<file path="src/bp_macros.svh">
/*
 * Sizing macros for the bimodal branch predictor
 * Table geometry, port widths, update queue depth and instruction size
 */
`ifndef BP_MACROS_SVH
`define BP_MACROS_SVH

// Pattern history table geometry
`define PHT_ENTRY_NUM 256
`define PHT_INDEX_WIDTH 8
`define PHT_COUNTER_WIDTH 2
`define PHT_BANK_NUM 2

// Slots looked up per fetch group and resolved branches per cycle
`define FETCH_WIDTH 2
`define UPDATE_WIDTH 2

// Deferred writes held after a bank conflict
`define PHT_QUEUE_DEPTH 4

`define INSN_BYTE_WIDTH 4

`endif

</file>
<file path="src/bpTypes.sv">
/*
 * Shared types of the bimodal predictor
 * Index and counter types, init and counter-operation enums,
 * and the deferred write held in the update queue
 */
`include "bp_macros.svh"

package bpTypes;

    typedef logic [`PHT_INDEX_WIDTH-1:0] phtIndex_t;
    typedef logic [`PHT_COUNTER_WIDTH-1:0] phtCounter_t;

    // Walk writes every entry before predictions are trusted
    typedef enum logic {
        INIT_WALK,
        INIT_DONE
    } initState_t;

    typedef enum logic [1:0] {
        OP_NONE,
        OP_INC,
        OP_DEC
    } counterOp_t;

    typedef struct packed {
        phtIndex_t   index;
        phtCounter_t counter;
    } phtQueueEntry_t;

endpackage

</file>
<file path="src/bimodalPredictor.sv">
/*
 * Bimodal direction predictor control
 * Read index generation, taken mask, saturating counter update,
 * bank conflict arbitration with the update queue and the reset walk
 */
`include "bp_macros.svh"

module bimodalPredictor import bpTypes::*; (
    input  logic           clock,
    input  logic           reset,
    // Fetch side
    input  logic [31:0]    predPc,
    input  logic           btbHit [`FETCH_WIDTH],
    output logic           predTaken [`FETCH_WIDTH],
    output phtCounter_t    predCounter [`FETCH_WIDTH],
    output logic           predReady,
    // Resolved branches
    input  logic           updValid [`UPDATE_WIDTH],
    input  logic [31:0]    updPc [`UPDATE_WIDTH],
    input  logic           updTaken [`UPDATE_WIDTH],
    input  logic           updIsIndirect [`UPDATE_WIDTH],
    input  phtCounter_t    updPrevCounter [`UPDATE_WIDTH],
    output logic           updReady,
    // Counter RAM
    output phtIndex_t      readAddr [`FETCH_WIDTH],
    input  phtCounter_t    readData [`FETCH_WIDTH],
    output logic           writeEnable [`UPDATE_WIDTH],
    output phtIndex_t      writeAddr [`UPDATE_WIDTH],
    output phtCounter_t    writeData [`UPDATE_WIDTH],
    // Update queue
    output logic           push,
    output phtQueueEntry_t pushEntry,
    output logic           pop,
    input  phtQueueEntry_t headEntry,
    input  logic           empty,
    input  logic           full
);
    localparam int InsnBits = $clog2(`INSN_BYTE_WIDTH);
    localparam int BankBits = $clog2(`PHT_BANK_NUM);
    localparam phtCounter_t CounterMax = '1;
    localparam phtCounter_t WeaklyTaken = phtCounter_t'(CounterMax / 2 + 1);

    initState_t initState;
    phtIndex_t walkIndex;
    // Set when the group now in readData was read after the walk
    logic readReady;
    logic slotTaken [`FETCH_WIDTH];
    counterOp_t updOp [`UPDATE_WIDTH];
    phtIndex_t updIndex [`UPDATE_WIDTH];
    phtCounter_t updNext [`UPDATE_WIDTH];

    function automatic phtIndex_t pcToIndex(input logic [31:0] pc);
        return pc[InsnBits +: `PHT_INDEX_WIDTH];
    endfunction

    function automatic logic sameBank(input phtIndex_t a, input phtIndex_t b);
        return a[BankBits-1:0] == b[BankBits-1:0];
    endfunction

    function automatic phtCounter_t nextCounter(input counterOp_t op, input phtCounter_t prev);
        phtCounter_t result;
        result = prev;
        if (op == OP_INC && prev != CounterMax) begin
            result = prev + 1'b1;
        end else if (op == OP_DEC && prev != '0) begin
            result = prev - 1'b1;
        end
        return result;
    endfunction

    // Initialization walk, one entry per cycle through write port 0
    always_ff @(posedge clock) begin
        if (reset) begin
            initState <= INIT_WALK;
            walkIndex <= '0;
        end else if (initState == INIT_WALK) begin
            walkIndex <= walkIndex + 1'b1;
            if (walkIndex == phtIndex_t'(`PHT_ENTRY_NUM - 1)) begin
                initState <= INIT_DONE;
            end
        end
    end

    assign predReady = (initState == INIT_DONE);
    assign updReady = !full;

    always_comb begin
        for (int i = 0; i < `FETCH_WIDTH; i++) begin
            readAddr[i] = pcToIndex(predPc + 32'(i * `INSN_BYTE_WIDTH));
        end
    end

    // Top counter bit plus a BTB hit predicts taken; later slots are masked
    always_comb begin
        logic found;
        found = 1'b0;
        for (int i = 0; i < `FETCH_WIDTH; i++) begin
            slotTaken[i] = readData[i][`PHT_COUNTER_WIDTH-1] && btbHit[i] && !found;
            found = found || slotTaken[i];
        end
    end

    // Second stage: btbHit arrives one cycle after predPc
    always_ff @(posedge clock) begin
        if (reset) begin
            readReady <= 1'b0;
            for (int i = 0; i < `FETCH_WIDTH; i++) begin
                predTaken[i] <= 1'b0;
            end
        end else begin
            readReady <= predReady;
            for (int i = 0; i < `FETCH_WIDTH; i++) begin
                predTaken[i] <= readReady && slotTaken[i];
            end
        end
    end

    always_ff @(posedge clock) begin
        for (int i = 0; i < `FETCH_WIDTH; i++) begin
            predCounter[i] <= readData[i];
        end
    end

    // Indirect branches leave the counter alone
    always_comb begin
        for (int i = 0; i < `UPDATE_WIDTH; i++) begin
            updIndex[i] = pcToIndex(updPc[i]);
            if (!updValid[i] || updIsIndirect[i]) begin
                updOp[i] = OP_NONE;
            end else if (updTaken[i]) begin
                updOp[i] = OP_INC;
            end else begin
                updOp[i] = OP_DEC;
            end
            updNext[i] = nextCounter(updOp[i], updPrevCounter[i]);
        end
    end

    always_comb begin
        logic placed;
        logic clash;
        placed = 1'b0;
        clash = 1'b0;
        for (int i = 0; i < `UPDATE_WIDTH; i++) begin
            writeEnable[i] = predReady && (updOp[i] != OP_NONE);
            writeAddr[i] = updIndex[i];
            writeData[i] = updNext[i];
        end
        push = 1'b0;
        pop = 1'b0;
        pushEntry.index = updIndex[1];
        pushEntry.counter = updNext[1];

        // Port 1 yields its bank to port 0 and waits in the queue
        if (writeEnable[0] && writeEnable[1] && sameBank(updIndex[0], updIndex[1])) begin
            writeEnable[1] = 1'b0;
            push = !full;
        end

        // Queue head takes the first idle port whose bank is free
        if (predReady && !empty) begin
            for (int i = 0; i < `UPDATE_WIDTH; i++) begin
                if (!placed && !writeEnable[i]) begin
                    clash = 1'b0;
                    for (int j = 0; j < `UPDATE_WIDTH; j++) begin
                        if (j != i && writeEnable[j] && sameBank(headEntry.index, writeAddr[j])) begin
                            clash = 1'b1;
                        end
                    end
                    if (!clash) begin
                        writeEnable[i] = 1'b1;
                        writeAddr[i] = headEntry.index;
                        writeData[i] = headEntry.counter;
                        pop = 1'b1;
                        placed = 1'b1;
                    end
                end
            end
        end

        if (initState == INIT_WALK) begin
            writeEnable[0] = 1'b1;
            writeAddr[0] = walkIndex;
            writeData[0] = WeaklyTaken;
        end
    end

endmodule

</file>
<file path="src/branchPredictorTop.sv">
/*
 * Bimodal branch predictor top level
 * Connects the predictor control, the banked counter RAM
 * and the deferred update queue
 */
`include "bp_macros.svh"

module branchPredictorTop import bpTypes::*; (
    input  logic        clock,
    input  logic        reset,
    input  logic [31:0] predPc,
    input  logic        btbHit [`FETCH_WIDTH],
    input  logic        updValid [`UPDATE_WIDTH],
    input  logic [31:0] updPc [`UPDATE_WIDTH],
    input  logic        updTaken [`UPDATE_WIDTH],
    input  logic        updIsIndirect [`UPDATE_WIDTH],
    input  phtCounter_t updPrevCounter [`UPDATE_WIDTH],
    output logic        predTaken [`FETCH_WIDTH],
    output phtCounter_t predCounter [`FETCH_WIDTH],
    output logic        predReady,
    output logic        updReady
);
    // RAM side
    phtIndex_t      readAddr [`FETCH_WIDTH];
    phtCounter_t    readData [`FETCH_WIDTH];
    logic           writeEnable [`UPDATE_WIDTH];
    phtIndex_t      writeAddr [`UPDATE_WIDTH];
    phtCounter_t    writeData [`UPDATE_WIDTH];

    // Queue side
    logic           push;
    phtQueueEntry_t pushEntry;
    logic           pop;
    phtQueueEntry_t headEntry;
    logic           empty;
    logic           full;

    bimodalPredictor u_predictor (
        .clock, .reset,
        .predPc, .btbHit, .predTaken, .predCounter, .predReady,
        .updValid, .updPc, .updTaken, .updIsIndirect, .updPrevCounter, .updReady,
        .readAddr, .readData, .writeEnable, .writeAddr, .writeData,
        .push, .pushEntry, .pop, .headEntry, .empty, .full
    );

    phtBankRam u_pht (
        .clock,
        .readAddr,
        .readData,
        .writeEnable,
        .writeAddr,
        .writeData
    );

    phtUpdateQueue u_queue (
        .clock,
        .reset,
        .push,
        .pushEntry,
        .pop,
        .headEntry,
        .empty,
        .full
    );

endmodule

</file>
<file path="src/phtBankRam.sv">
/*
 * Banked pattern history table storage
 * Low index bits pick the bank, each bank takes one write per cycle
 * Read ports are registered
 */
`include "bp_macros.svh"

module phtBankRam import bpTypes::*; (
    input  logic        clock,
    input  phtIndex_t   readAddr [`FETCH_WIDTH],
    output phtCounter_t readData [`FETCH_WIDTH],
    input  logic        writeEnable [`UPDATE_WIDTH],
    input  phtIndex_t   writeAddr [`UPDATE_WIDTH],
    input  phtCounter_t writeData [`UPDATE_WIDTH]
);
    localparam int BankBits = $clog2(`PHT_BANK_NUM);
    localparam int RowNum = `PHT_ENTRY_NUM / `PHT_BANK_NUM;

    // One row array per bank
    phtCounter_t bankMem [`PHT_BANK_NUM][RowNum];

    function automatic logic [BankBits-1:0] bankOf(input phtIndex_t index);
        return index[BankBits-1:0];
    endfunction

    function automatic logic [`PHT_INDEX_WIDTH-BankBits-1:0] rowOf(input phtIndex_t index);
        return index[`PHT_INDEX_WIDTH-1:BankBits];
    endfunction

    // The arbiter upstream keeps every port on its own bank
    always_ff @(posedge clock) begin
        for (int p = 0; p < `UPDATE_WIDTH; p++) begin
            if (writeEnable[p]) begin
                bankMem[bankOf(writeAddr[p])][rowOf(writeAddr[p])] <= writeData[p];
            end
        end
    end

    // Consecutive slots differ in the low index bit, so each read
    // lands in a different bank
    always_ff @(posedge clock) begin
        for (int i = 0; i < `FETCH_WIDTH; i++) begin
            readData[i] <= bankMem[bankOf(readAddr[i])][rowOf(readAddr[i])];
        end
    end

endmodule

</file>
<file path="src/phtUpdateQueue.sv">
/*
 * Update queue for counter writes deferred by a bank conflict
 * Circular storage with wrap-around head and tail pointers
 * and an occupancy count
 */
`include "bp_macros.svh"

module phtUpdateQueue import bpTypes::*; (
    input  logic           clock,
    input  logic           reset,
    input  logic           push,
    input  phtQueueEntry_t pushEntry,
    input  logic           pop,
    output phtQueueEntry_t headEntry,
    output logic           empty,
    output logic           full
);
    localparam int PtrBits = $clog2(`PHT_QUEUE_DEPTH);
    localparam int CountBits = $clog2(`PHT_QUEUE_DEPTH + 1);

    phtQueueEntry_t entries [`PHT_QUEUE_DEPTH];
    logic [PtrBits-1:0] headPtr;
    logic [PtrBits-1:0] tailPtr;
    logic [CountBits-1:0] count;

    function automatic logic [PtrBits-1:0] nextPtr(input logic [PtrBits-1:0] ptr);
        return (ptr == PtrBits'(`PHT_QUEUE_DEPTH - 1)) ? '0 : ptr + 1'b1;
    endfunction

    always_ff @(posedge clock) begin
        if (reset) begin
            headPtr <= '0;
            tailPtr <= '0;
            count <= '0;
        end else begin
            if (push) begin
                tailPtr <= nextPtr(tailPtr);
            end
            if (pop) begin
                headPtr <= nextPtr(headPtr);
            end
            // Simultaneous push and pop leave the count unchanged
            if (push && !pop) begin
                count <= count + 1'b1;
            end else if (pop && !push) begin
                count <= count - 1'b1;
            end
        end
    end

    always_ff @(posedge clock) begin
        if (push) begin
            entries[tailPtr] <= pushEntry;
        end
    end

    assign headEntry = entries[headPtr];
    assign empty = (count == '0);
    assign full = (count == CountBits'(`PHT_QUEUE_DEPTH));

endmodule

</file>
<file path="config.mk">
export PLATFORM = sky130hd
export DESIGN_NAME = branchPredictorTop
export DESIGN_NICKNAME = d
export VERILOG_FILES = /design/src/bpTypes.sv /design/src/bimodalPredictor.sv /design/src/branchPredictorTop.sv /design/src/phtBankRam.sv /design/src/phtUpdateQueue.sv
export VERILOG_INCLUDE_DIRS = /design/src /design/src/src
export SDC_FILE = /design/constraint.sdc
export NUM_CORES = 1
export LEC_CHECK = 0
export BUFFER_PORTS_ARGS = -buffer_cell sky130_fd_sc_hd__buf_4
export CAP_MARGIN = 0
export CORE_MARGIN = 4
export CORE_UTILIZATION = 30
export DETAILED_ROUTE_END_ITERATION = 10
export GPL_ROUTABILITY_DRIVEN = 0
export RECOVER_POWER = 25
export SLEW_MARGIN = 20
export SYNTH_ARGS = -nofsm -noshare
export SYNTH_HDL_FRONTEND = slang
export SYNTH_HIERARCHICAL = 1
export SYNTH_SLANG_ARGS = --single-unit
</file>
<file path="constraint.sdc">
create_clock -name clock -period 11.1 [get_ports clock]
set_input_delay 2.22 -clock clock [delete_from_list [all_inputs] [get_ports clock]]
set_output_delay 2.22 -clock clock [all_outputs]
set_load 0.02 [all_outputs]
</file>
==> results.toml <==
[cells_and_area]
fillers = 12200
final_nets = 2952
seq_area_um2 = 17200
area_growth_pct = 9.04
final_layout_size_suffix_gt1_share_pct = 32.1
final_area_um2 = 40800
multi_input_area_um2 = 18500

[critical_path]
cp-start-kind = "input port"
critPathArrivalTime_ns = 6.85
end_kind = "flip-flop"
r2r_cells = 10
critical_path_class = "input port to flip-flop"
cp_max_fo = 13
cp.required_ns = 11.38
r2r_setup_slack_ns = 5.28

[global_routing]
gr-total-overflow = 0
grt_usage_pct = 18.9
grt_pass1_vias = 27200
grt_max_degree = 180
grt_pass1_wl_mm = 186
antenna_found_initial = 5

[timing]
fmaxAchievable_mhz = 152
setup_viol = 0
tightest_slew_ns = 1.53
tns_ns = 0
finalMaxSlewViolations = 14
finalHoldViolCount = 0
min_period_over_period_pct = 59.2
maxSlewHeadroom_pct = -2.25
clock_skew_ns = 0.0440
layout_setup_ws_ns = 4.53
fin_crit_ns = 6.57
rsz0062_at_grt = "no"

[power_and_ir_drop]
leakagePower_nw = 12.8
fin_total_pwr_mw = 5.16
power_density_nw_per_um2 = 127
ir_worst_vdd_mv = 0.103

[synth]
ys_warn_count = 6
synth_top_cell_by_area = "edfxtp_1"
synth_area_um2 = 37400
synth-seq-area-share_pct = 45.9
avgSynthCellArea_um2 = 12.5
synth_area_leaders = "edfxtp_1, mux2_2, mux4_2"
async_flop_share_pct = 0
synth_edf_count = 552
synth_most_common_cell = "edfxtp_1"
synth_nets = 3125
ys.flop_type = "edfxtp_1"
synth_commonest_cells = "edfxtp_1, mux2_2, nor2_1"
ys_ff_latch = 581
synth_top_area_share_pct = 44.3
synthCells = 3002
synth.distinct_cells = 77

[routing]
routed_via_density = 6.05
detail_route.iter0.violations = 3312
wl_per_cell_um = 28.3
drc = 0
vias = 27300
dr.pass1.iters = 6
drt-total-wl_mm = 128
drtAntennaViolNets = 0

[clock_network]
cts-resized-gates = 0
cts_buffers = 67
cts_hold_buffers = 0
clk_latency_ns = 0.63
clock-sinks = 581
cts_tree = "built"
cts_root_buf = "clkbuf_16"
cts_buffer_depth = 3
cts_max_level = 3
clk_pin_slew_worst_paths_ns = 0.06
postCtsSetupBuffers = 0

[floorplan]
rows = 129
die-area_um2 = 130000
fp.dieH_um = 361
core-area_um2 = 124000
ios = 118
die_x_um = 361
initial_core_util_pct = 30.2

[min_path]
hp-class = "flip-flop to flip-flop"
holdPathStages = 0

[status]
status = "complete, but fails checks"
violations = "max-capacitance violations, max-slew violations"

[place]
place.port_buffers = 45
placed_cell_area_um2 = 38700
dp_hpwl_mm = 78.6
dp_slack_ns = 4.07

[job]
drv_cap = 1
[worst max-delay path, cell delays in order]
cell,delay [ns]
clkbuf_1,0.43
xnor2_1,0.20
o211ai_1,0.91
mux2_1,0.55
nor2_1,0.24
nand2_1,0.36
nor2_1,0.21
clkbuf_1,1.13
nand2_1,0.31
o21ai_0,0.28
[routing by layer]
layer  routed length, um  part of all wire, %  track usage, %
met3               13200                   10            4.30
met5                  12               0.0094               0
met1               48300                   38            23.9
met2               59400                   47            30.7
met4                6910                  5.4            9.55
[cell families (layout without fill, tap and decap cells)]
family,Yosys count,after routing,share of synthesized area (%)
multiplexers,914,914,32.3
XOR/XNOR,17,17,0.418
flip-flops,581,581,45.9
buffers and inverters,371,248,4.74
other,0,1,0
adder cells (fa/ha/maj),13,13,0.455
AO/OA/AOI/OAI,513,513,8.98
AND/OR/NAND/NOR,593,593,7.20
[path summary, 6_finish.rpt]
kind,start,endpoint
min,u_pht/readData[2]$_DFF_P_,u_predictor/predCounter[2]$_DFF_P_
max reg2reg,u_predictor/predReady$_SDFF_PP0_,u_pht/bankMem[0][55]$_DFFE_PP_
min reg2reg,u_pht/readData[2]$_DFF_P_,u_predictor/predCounter[2]$_DFF_P_
max,updPc[2],u_pht/bankMem[0][55]$_DFFE_PP_
[stage by stage]
step / utilization [%] / instances / hold WS (ns)
finish: 32.9 / 4517 / 0.332
global route: 32.9 / 4516 / 0.355
CTS: 33.0 / 4516 / 0.333
global placement: 31.2 / 4397 / 0.314
floorplan: - / 3002 / 0.310
detailed placement: 31.3 / 4397 / 0.318
[flip-flops by register name (all words and copies together), names as in the netlist, named ones only]
name and flops:
u_pht/bankMem 512, u_pht/readData 4, u_predictor/predCounter 4, u_predictor/predReady 1, u_predictor/predTaken 2, u_predictor/readReady 1, u_predictor/walkIndex 8, u_queue/count 3
u_queue/entries 40, u_queue/headPtr 2, u_queue/tailPtr 2
[layout by cell type (no fill, tap or decap), drive strengths merged, types with 6 or more instances in the layout]
| cell | instances |
|---|---|
| edfxtp | 552 |
| mux2 | 545 |
| nor2 | 251 |
| o22ai | 241 |
| mux2i | 189 |
| mux4 | 180 |
| nand2 | 169 |
| clkbuf | 111 |
| o21ai | 86 |
| buf | 81 |
| a21oi | 47 |
| o221ai | 38 |
| dfxtp | 29 |
| nand3 | 24 |
| nor3 | 24 |
| nor2b | 24 |
| inv | 24 |
| clkinv | 24 |
| and2 | 19 |
| nand2b | 17 |
| a22oi | 15 |
| a2111oi | 14 |
| a211oi | 13 |
| ha | 12 |
| a221oi | 10 |
| nor4 | 10 |
| o211ai | 10 |
| xor2 | 9 |
| nand3b | 8 |
| xnor2 | 8 |
| and3 | 7 |
| nor3b | 7 |
| a22o | 6 |
[final cells by class]
type / instances / share of cell area, %
diodes: 1 / 0.00614
clock buffers: 89 / 4.67
clock inverters: 30 / 0.632
inverters: 26 / 0.258
multi-input cells: 2050 / 45.5
flip-flops and latches: 581 / 42.1
well taps: 1637 / 5.02
repair buffers: 103 / 1.84
[report_power, final]
| group | internal [mW] | switching [mW] | total [mW] | leakage [nW] |
|---|---|---|---|---|
| Combinational | 0.173 | 0.379 | 0.553 | 6.32 |
| Sequential | 2.37 | 0.00610 | 2.38 | 5.41 |
| Clock | 1.30 | 0.930 | 2.23 | 1.05 |
| Total | 3.85 | 1.32 | 5.16 | 12.8 |
(Power assumes the default switching activity.)
